==> src/common/bp_cfg_pkg.sv <==
// branch predictor sizing
// history length, table size, pc hash offset and checkpoint queue depth

`default_nettype none

package bp_cfg_pkg;

	// global history bits, also the pattern table index width
	localparam int unsigned bh_size = 8;
	localparam int unsigned pht_entries = 2 ** bh_size; // one taken flag per entry

	localparam int unsigned pc_lsb = 2; // skip the byte offset

	// ordered branch queue
	localparam int unsigned obq_depth = 8;
	localparam int unsigned obq_ptr_w = $clog2(obq_depth);
	localparam int unsigned obq_cnt_w = $clog2(obq_depth + 1); // needs to hold depth itself

endpackage

`default_nettype wire

==> src/common/bp_types_pkg.sv <==
// branch predictor bundles
// structs passed between fetch, checkpoint queue, predictor and execute

`default_nettype none

package bp_types_pkg;

	import bp_cfg_pkg::*;

	typedef logic [bh_size-1:0] history_t; // newest outcome in bit 0

	typedef struct packed {
		logic valid;
		logic [31:0] pc;
	} fetch_br_t;

	// state saved per predicted branch
	typedef struct packed {
		history_t history; // history before this branch was shifted in
		logic [31:0] pc;
		logic taken_pred;
	} checkpoint_t;

	// oldest branch outcome from execute
	typedef struct packed {
		logic valid;
		logic taken;
	} resolve_t;

	typedef struct packed {
		logic valid;
		history_t history; // checkpoint history
		logic [31:0] pc;   // checkpoint pc
		logic taken;       // actual outcome
	} recover_t;

endpackage

`default_nettype wire

==> src/gshare/gshare.sv <==
// gshare direction predictor
// global history xor pc indexes a table of one-bit taken flags,
// speculative history update and repair from a checkpoint on mispredict

`default_nettype none

module gshare
	import bp_cfg_pkg::*;
	import bp_types_pkg::*;
(
	input  logic        clock,
	input  logic        reset,
	input  logic        enable,           // queue has room for a checkpoint
	input  fetch_br_t   fetch_br,
	input  recover_t    recover,
	output logic        prediction_valid,
	output logic        prediction,
	output logic        push_valid,
	output checkpoint_t push
);

	history_t history;
	history_t next_history;
	logic [pht_entries-1:0] pht; // 0 not taken, 1 taken
	logic [pht_entries-1:0] next_pht;

	logic [bh_size-1:0] pc_bits;     // hashed fetch pc bits
	logic [bh_size-1:0] rec_pc_bits; // hashed pc of the branch being repaired
	logic [bh_size-1:0] hash_idx;
	logic [bh_size-1:0] rec_idx;

	assign pc_bits = fetch_br.pc[pc_lsb+bh_size-1:pc_lsb];
	assign rec_pc_bits = recover.pc[pc_lsb+bh_size-1:pc_lsb];

	assign hash_idx = history ^ pc_bits;
	assign rec_idx = recover.history ^ rec_pc_bits; // same entry the guess came from

	// lookup is purely combinational, same cycle as the fetch
	assign prediction = pht[hash_idx];

	// no guess while repairing or with the queue full
	assign prediction_valid = fetch_br.valid & enable & ~recover.valid;

	// every valid guess leaves a checkpoint of the pre-shift history
	assign push_valid = prediction_valid;
	assign push.history = history;
	assign push.pc = fetch_br.pc;
	assign push.taken_pred = prediction;

	always_comb begin
		next_pht = pht;
		next_history = history;

		if (recover.valid) begin
			// wrong guess, flip the flag so the next lookup goes the other way
			next_pht[rec_idx] = ~pht[rec_idx];
			// rebuild history as if the branch had been guessed right
			next_history = {recover.history[bh_size-2:0], recover.taken};
		end else if (prediction_valid) begin
			next_history = {history[bh_size-2:0], prediction}; // speculative shift
		end
		// correct resolutions leave the table alone
	end

	always_ff @(posedge clock) begin
		if (reset) begin
			pht <= '0; // every branch starts not taken
			history <= '0;
		end else begin
			pht <= next_pht;
			history <= next_history;
		end
	end

endmodule

`default_nettype wire

==> src/branch_queue.sv <==
// ordered branch checkpoint queue
// holds one checkpoint per predicted branch, checks in-order resolutions
// against the stored guess and flushes younger entries on a mispredict

`default_nettype none

module branch_queue
	import bp_cfg_pkg::*;
	import bp_types_pkg::*;
(
	input  logic        clock,
	input  logic        reset,
	input  logic        push_valid,
	input  checkpoint_t push,
	input  resolve_t    resolve,
	output logic        can_accept,  // enable for the predictor
	output logic        queue_full,
	output logic        mispredict,
	output recover_t    recover
);

	checkpoint_t entries [obq_depth]; // checkpoint storage indexed by head and tail

	logic [obq_ptr_w-1:0] head; // oldest branch
	logic [obq_ptr_w-1:0] tail; // next free slot
	logic [obq_cnt_w-1:0] count;

	logic full;
	logic empty;
	logic resolving;
	logic do_pop;
	logic do_push;
	checkpoint_t head_entry;

	// advance a pointer with wrap at the queue depth
	function automatic logic [obq_ptr_w-1:0] ptr_next(input logic [obq_ptr_w-1:0] ptr);
		logic [obq_ptr_w-1:0] nxt;
		if (ptr == obq_ptr_w'(obq_depth - 1))
			nxt = '0;
		else
			nxt = ptr + 1'b1;
		return nxt;
	endfunction

	assign full = (count == obq_cnt_w'(obq_depth));
	assign empty = (count == '0);

	assign queue_full = full;
	assign can_accept = ~full;

	assign head_entry = entries[head];

	// resolve on an empty queue is dropped
	assign resolving = resolve.valid & ~empty;
	assign mispredict = resolving & (head_entry.taken_pred != resolve.taken);
	assign do_pop = resolving & ~mispredict; // retire the head on a correct guess

	// wrong-path push in a mispredict cycle is thrown away
	assign do_push = push_valid & ~full & ~mispredict;

	// repair order carries the head checkpoint and the real outcome
	assign recover.valid = mispredict;
	assign recover.history = head_entry.history;
	assign recover.pc = head_entry.pc;
	assign recover.taken = resolve.taken;

	always_ff @(posedge clock) begin
		if (do_push)
			entries[tail] <= push;
	end

	always_ff @(posedge clock) begin
		if (reset) begin
			head <= '0;
			tail <= '0;
			count <= '0;
		end else if (mispredict) begin
			// pop the head and flush all younger branches in one go
			head <= '0;
			tail <= '0;
			count <= '0;
		end else begin
			if (do_pop)
				head <= ptr_next(head);
			if (do_push)
				tail <= ptr_next(tail);

			case ({do_push, do_pop})
				2'b10: count <= count + 1'b1;
				2'b01: count <= count - 1'b1;
				default: count <= count; // both or neither keeps the count
			endcase
		end
	end

endmodule

`default_nettype wire

==> src/bp_top.sv <==
// branch direction predictor top
// gshare predictor plus the checkpoint queue that feeds its repairs

`default_nettype none

module bp_top
	import bp_types_pkg::*;
(
	input  logic      clock,
	input  logic      reset,
	input  fetch_br_t fetch_br,   // from fetch
	input  resolve_t  resolve,    // from execute, oldest first
	output logic      prediction_valid,
	output logic      prediction,
	output logic      queue_full,
	output logic      mispredict
);

	recover_t    recover;     // queue to predictor repair order
	logic        can_accept;  // queue has room
	logic        push_valid;
	checkpoint_t push;        // predictor to queue checkpoint

	gshare gshare_inst (
		.clock            (clock),
		.reset            (reset),
		.enable           (can_accept),
		.fetch_br         (fetch_br),
		.recover          (recover),
		.prediction_valid (prediction_valid),
		.prediction       (prediction),
		.push_valid       (push_valid),
		.push             (push)
	);

	branch_queue branch_queue_inst (
		.clock      (clock),
		.reset      (reset),
		.push_valid (push_valid),
		.push       (push),
		.resolve    (resolve),
		.can_accept (can_accept),
		.queue_full (queue_full),
		.mispredict (mispredict),
		.recover    (recover)
	);

endmodule

`default_nettype wire

==> config.mk <==
export PLATFORM = sky130hd
export DESIGN_NAME = bp_top
export DESIGN_NICKNAME = d
export VERILOG_FILES = /design/src/common/bp_cfg_pkg.sv /design/src/common/bp_types_pkg.sv /design/src/gshare/gshare.sv /design/src/branch_queue.sv /design/src/bp_top.sv
export SDC_FILE = /design/constraint.sdc
export NUM_CORES = 1
export LEC_CHECK = 0
export CORE_MARGIN = 10
export CORE_UTILIZATION = 54
export DETAILED_ROUTE_END_ITERATION = 10
export DONT_BUFFER_PORTS = 1
export GPL_ROUTABILITY_DRIVEN = 0
export GPL_TIMING_DRIVEN = 0
export PLACE_DENSITY = 0.69
export SYNTH_ARGS = -nofsm -noshare
export SYNTH_HDL_FRONTEND = slang
export SYNTH_SLANG_ARGS = --single-unit
==> constraint.sdc <==
create_clock -name clock -period 9.3 [get_ports clock]
set_input_delay 0.93 -clock clock [delete_from_list [all_inputs] [get_ports clock]]
set_output_delay 0.93 -clock clock [all_outputs]
set_load 0.005 [all_outputs]
Word level (Yosys, flattened, before mapping)
Memories as Yosys holds them, arrays and structs flattened. A register that Yosys moved wholly into a read port is not among the register bits.
Cells that the tools add are included.
W data, S select, Z words.
{ "classes": {"add_sub_neg": 4, "n_lt_le_gt_ge": 3, "n_eq_ne": 6, "n_mux": 16, "n_bitwise": 13, "reduce_logical": 5} }
{ "op_table": {"columns": ["operator", "n"], "rows": [
  ["$bwmux W256", 1],
  ["$lt A8 B9 Y1 const B", 2],
  ["$bmux W1 S8", 2],
  ["$mux W8", 2],
  ["$xor A8 B8 Y8", 2],
  ["$mux W3", 4],
  ["$demux W1 S8", 1],
  ["$ge A8 B1 Y1 const B", 1],
  ["$pmux W4 S2", 1],
  ["$and A1 B1 Y1", 7],
  ["$add A3 B1 Y3 const B", 2],
  ["$eq A3 B3 Y1 const B", 2],
  ["$mux W1", 5],
  ["$add A4 B1 Y4 const B", 1],
  ["$eq A4 B4 Y1 const B", 1],
  ["$logic_not A4 Y1", 1],
  ["$not A1 Y1", 4],
  ["$reduce_bool A2 Y1", 2],
  ["$sub A4 B1 Y4 const B", 1],
  ["$eq A2 B1 Y1 const B", 1],
  ["$eq A2 B2 Y1 const B", 1],
  ["$reduce_or A2 Y1", 1],
  ["$logic_and A1 B1 Y1", 1],
  ["$ne A1 B1 Y1", 1]
]} }
{ "totals": {"regBits": 274, "mem_bits_rw": 328, "inputBits": 37, "elab_cells": 53, "n_memories": 1} }
{ "memory_table": {"columns": ["memory", "words", "width", "read_ports", "rd_clocked_by_memory_dff", "wr", "line_no", "text"], "rows": [
  ["branch_queue_inst.entries", 8, 41, 1, 1, 1, "branch_queue.sv:22", "checkpoint_t entries [obq_depth];"]
]} }

Longest topological paths before layout
{ "depth": {"ltp_word": 10, "ltp_mapped": 19, "depth_no_buf": 15} }

Hierarchy
Synthesis repeated with hierarchy kept, for this count alone.
{ "hier_totals": {"hier_cells": 2127, "area_unflattened_um2": 28556.1} }
{ "by_module_without_submodules": {"columns": ["mod", "n_inst", "cells_per_inst", "area_per_inst_um2"], "rows": [
  ["gshare", 1, 1550, 15413.5],
  ["branch_queue", 1, 577, 13142.6]
]} }

Least setup slack after synthesis
No wires, ideal clock.
{ "synth_timing": {"path_type": "register -> register", "start": "reg with a tool-made name", "end": "mem branch_queue_inst.entries[0][0] (netlist bit) (enable)", "setup_ns": 0.435, "arrival_ns": 4.426, "required_ns": 8.865, "setup_slack_ns": 4.440, "path_stages_with_launch": 13, "n_path_buf": 4, "synth_period_minus_slack_ns": 4.860, "path_cell_list": "dfxtp_1 buf_6 buf_4 buf_2 buf_2 mux4_2 mux2i_1 xnor2_1 nand2_1 inv_2 nor2_1 clkinv_1 nor4_1"} }
{ "synth_lines": {"columns": ["item", "line_no"], "rows": [
  ["end: declaration", "branch_queue.sv:22"]
]} }

Worst setup path in the final report
{ "layout_timing": {"start": "reg gshare_inst.history[1]", "end": "out prediction"} }
{ "layout_between": {"elab_chain_len": 3} }
{ "layout_lines": {"columns": ["item", "line_no", "text"], "rows": [
  ["start: declaration", "gshare.sv:22", "history_t history;"],
  ["start signal: assignment", "gshare.sv:71", "history <= next_history;"],
  ["$xor A8 B8 Y8", "gshare.sv:35", "assign hash_idx = history ^ pc_bits;"],
  ["$bmux W1 S8", "gshare.sv:39", "assign prediction = pht[hash_idx];"],
  ["$mux W1 (implied by the code)", "gshare.sv:39", null],
  ["end: declaration", "bp_top.sv:14", "output logic prediction,"]
]} }
No other way between the ends. The select of a mux whose other input is x is not followed.

==> flow_summary.toml <==
[synthesis]
synth_top_family_by_area = "multiplexers"
synth.top_cell.area_share = 0.2669
ys.warnings.count = 0
yosys.area_share.simple = 0.1500
synth_compound_area_frac = 0.1402
ys_ff_latch = 413
yosys.area_share.adder = 0.005179
yosysSeqAreaShare = 0.4635
synthTopCellsByArea = "dfxtp_1, edfxtp_1, mux4_2, nand2_1, nor2_1"
ys_async_sr_fraction = 0
yosys.area.top_type = "dfxtp_1"
synthTopCellsByCount = "nand2_1, dfxtp_1, nor2_1"
synth_cell_types = 70
synth_nets = 2071
syn-cell-area_sq_um = 20770
synth_mux_area_frac = 0.1788
yosysMostFrequentCell = "nand2_1"
syn_avg_cell_area_sq_um = 10.25
synth_edf_count = 136
syn-instance-count = 2026
synth_ff_type = "dfxtp_1"
synth-xor-area-share = 0.02265

[pwr]
ir_drop_uv = 215.0
p_leak_uw = 0.007282
power_density_nw_per_um2 = 293.1

[clock_tree]
cts_buffers = 44
insertion_delay_ps = 600
cts_tree = "yes"
post_cts_buffers = 0
cts.clk_slew.worst_paths_ps = 60
htree_levels = 2
clock_path_buffers = 3
root_buffer = "clkbuf_16"
cts.sinks = 413
cts_hold_buffers = 0
cts_resized = 0

[route]
wl_per_cell_um = 26.95
drt-initial-drc-count = 2792
via_count = 17720
drtAntennaViolNets = 0
drc_errors = 0
routed_wl_mm = 70.76
avgViaCountPerCell = 6.750
drtPass1Iterations = 7

[worst_setup_path]
r2r-end = "branch_queue_inst.entries[6][6]$_DFFE_PP_"
cp-startpoint = "gshare_inst.history[1]$_SDFFE_PP0P_"
start_kind = "flop"
cp-end-kind = "output port"
crit_fanout = 11
crit_arrival_ps = 5450
r2r_slack_ps = 3500
reg2reg_depth = 13
critical_path_class = "flop to output port"
critPathCapture = "prediction"
required_ps = 8370

[sta]
fmax_mhz = 156.7
clock_skew_ps = 31.91
post-route-period-util = 0.6863
fin_crit_ps = 6383
rsz0062_at_grt = "false"
slew_viol_final = 9
finalSetupViolCount = 0
worstMarginPinSlew_ps = 1641
tns_ps = 0
final_hold_viol_count = 0
relSlewSlack = -0.1021

[floorplan]
core_area_sq_um = 37840
start_util = 0.5490
die_w_um = 216.1
die-area_sq_um = 46720
rows = 71
dieHeight_um = 216.1
io_pins = 41

[grt]
grt_pass1_vias = 16910
grt_start_max_net_pins = 15
grt_pass1_wl_mm = 104.9
overflow = 0
grt_use_total = 0.2954
antenna_found_initial = 0

[final_layout]
final_util = 0.6085
drive_above_1_share = 0.1575
final_cell_area_sq_um = 23030
synthToLayoutAreaGrowth_pct = 10.84
fill_cells = 3128
final_nets = 2127
n_antenna_cell = 0

[worst_hold_path]
hold_path_class = "input port to flop"

[run]
max_cap_violations = 2

[run_status]
status = "finished, violations left"
failed_checks = "max-capacitance violations, max-slew violations"

[placement]
port_buffers = 0
placed_area_sq_um = 21590
dp_hpwl_mm = 48.68
-- layout make-up --
cell class,instances,area (sq um),area share
Clock inverter,18,163.9,0.007118
Inverter,13,48.80,0.002119
Multi-Input combinational cell,1452,10360,0.4499
Sequential cell,413,9629,0.4182
Buffer,148,777.0,0.03374
Clock buffer,60,1262,0.05482
Tap cell,511,639.4,0.02777
Timing Repair Buffer,10,146.4,0.006357
-- routing by layer --
metal / track usage / share of wire
met2: 0.4235 / 0.42
met5: 0 / 0
met4: 0.1673 / 0.065
met3: 0.08593 / 0.14
met1: 0.3937 / 0.38
-- placed cells by master, fill, tap and decap left out, types with 49 or more instances in the layout --
cell,instances
clkbuf_1,109
a22oi_1,51
nand2_1,316
o21ai_0,152
a21oi_1,71
mux2i_1,49
dfxtp_1,277
edfxtp_1,136
nor2_1,205
nand3_1,141
mux4_2,130
-- worst min path at each step --
| stage | cells past startpoint | end | start | slack [ps] |
|---|---|---|---|---|
| final | 0 | branch_queue_inst.entries[7][5]$_DFFE_PP_ | fetch_br[4] | 450 |
| after global routing | 0 | branch_queue_inst.entries[7][9]$_DFFE_PP_ | fetch_br[8] | 430 |
| after CTS | 0 | branch_queue_inst.entries[2][5]$_DFFE_PP_ | fetch_br[4] | 430 |
| after detailed placement | 2 | gshare_inst.pht[234]$_SDFFE_PP0P_ | gshare_inst.pht[234]$_SDFFE_PP0P_ | 460 |
| after global placement | 2 | gshare_inst.pht[231]$_SDFFE_PP0P_ | gshare_inst.pht[231]$_SDFFE_PP0P_ | 450 |
| after floorplan | 2 | gshare_inst.pht[2]$_SDFFE_PP0P_ | gshare_inst.pht[2]$_SDFFE_PP0P_ | 440 |
-- worst max-delay path: stages (launching register included) --
cell and delay (ps):
dfxtp_1 570, xor2_1 1120, clkbuf_1 1080, mux4_2 450, a22oi_1 270, a21oi_1 180
nor3_1 310, nor3_1 90, nor2_1 290, mux2_2 320, inv_1 180
-- power breakdown --
group	switching, uW	internal (uW)
Combinational	2080	847
Clock	751	1030
Sequential	70.8	1970
Total	2900	3850
-- sequential cells by signal, indices dropped and copies added, names as in the netlist, named ones only --
register                   cells
branch_queue_inst.count        4
branch_queue_inst.entries    136
branch_queue_inst.head         3
branch_queue_inst.tail         3
gshare_inst.history            8
gshare_inst.pht              256
-- cell families (layout without fill, tap and decap cells) --
kind of cell,Yosys count,in the layout
xor+xnor,52,52
simple gates,729,729
flops,413,413
fa+ha+maj,8,8
compound gates,463,463
buf+inv,161,249
mux,200,200
-- metrics by stage --
| step | worst slack, ps | instances | power (uW) | hold slack, ps |
|---|---|---|---|---|
| detailed placement | 3576 | 2547 | 4850 | 464.6 |
| global placement | 1581 | 2537 | 4805 | 451.4 |
| finish | 2917 | 2625 | 6748 | 445.5 |
| floorplan | 4440 | 2026 | 3864 | 442.4 |
| CTS | 3265 | 2625 | 6601 | 428.4 |
| global route | 3052 | 2625 | 6877 | 433.8 |
(Power assumes the default switching activity.)
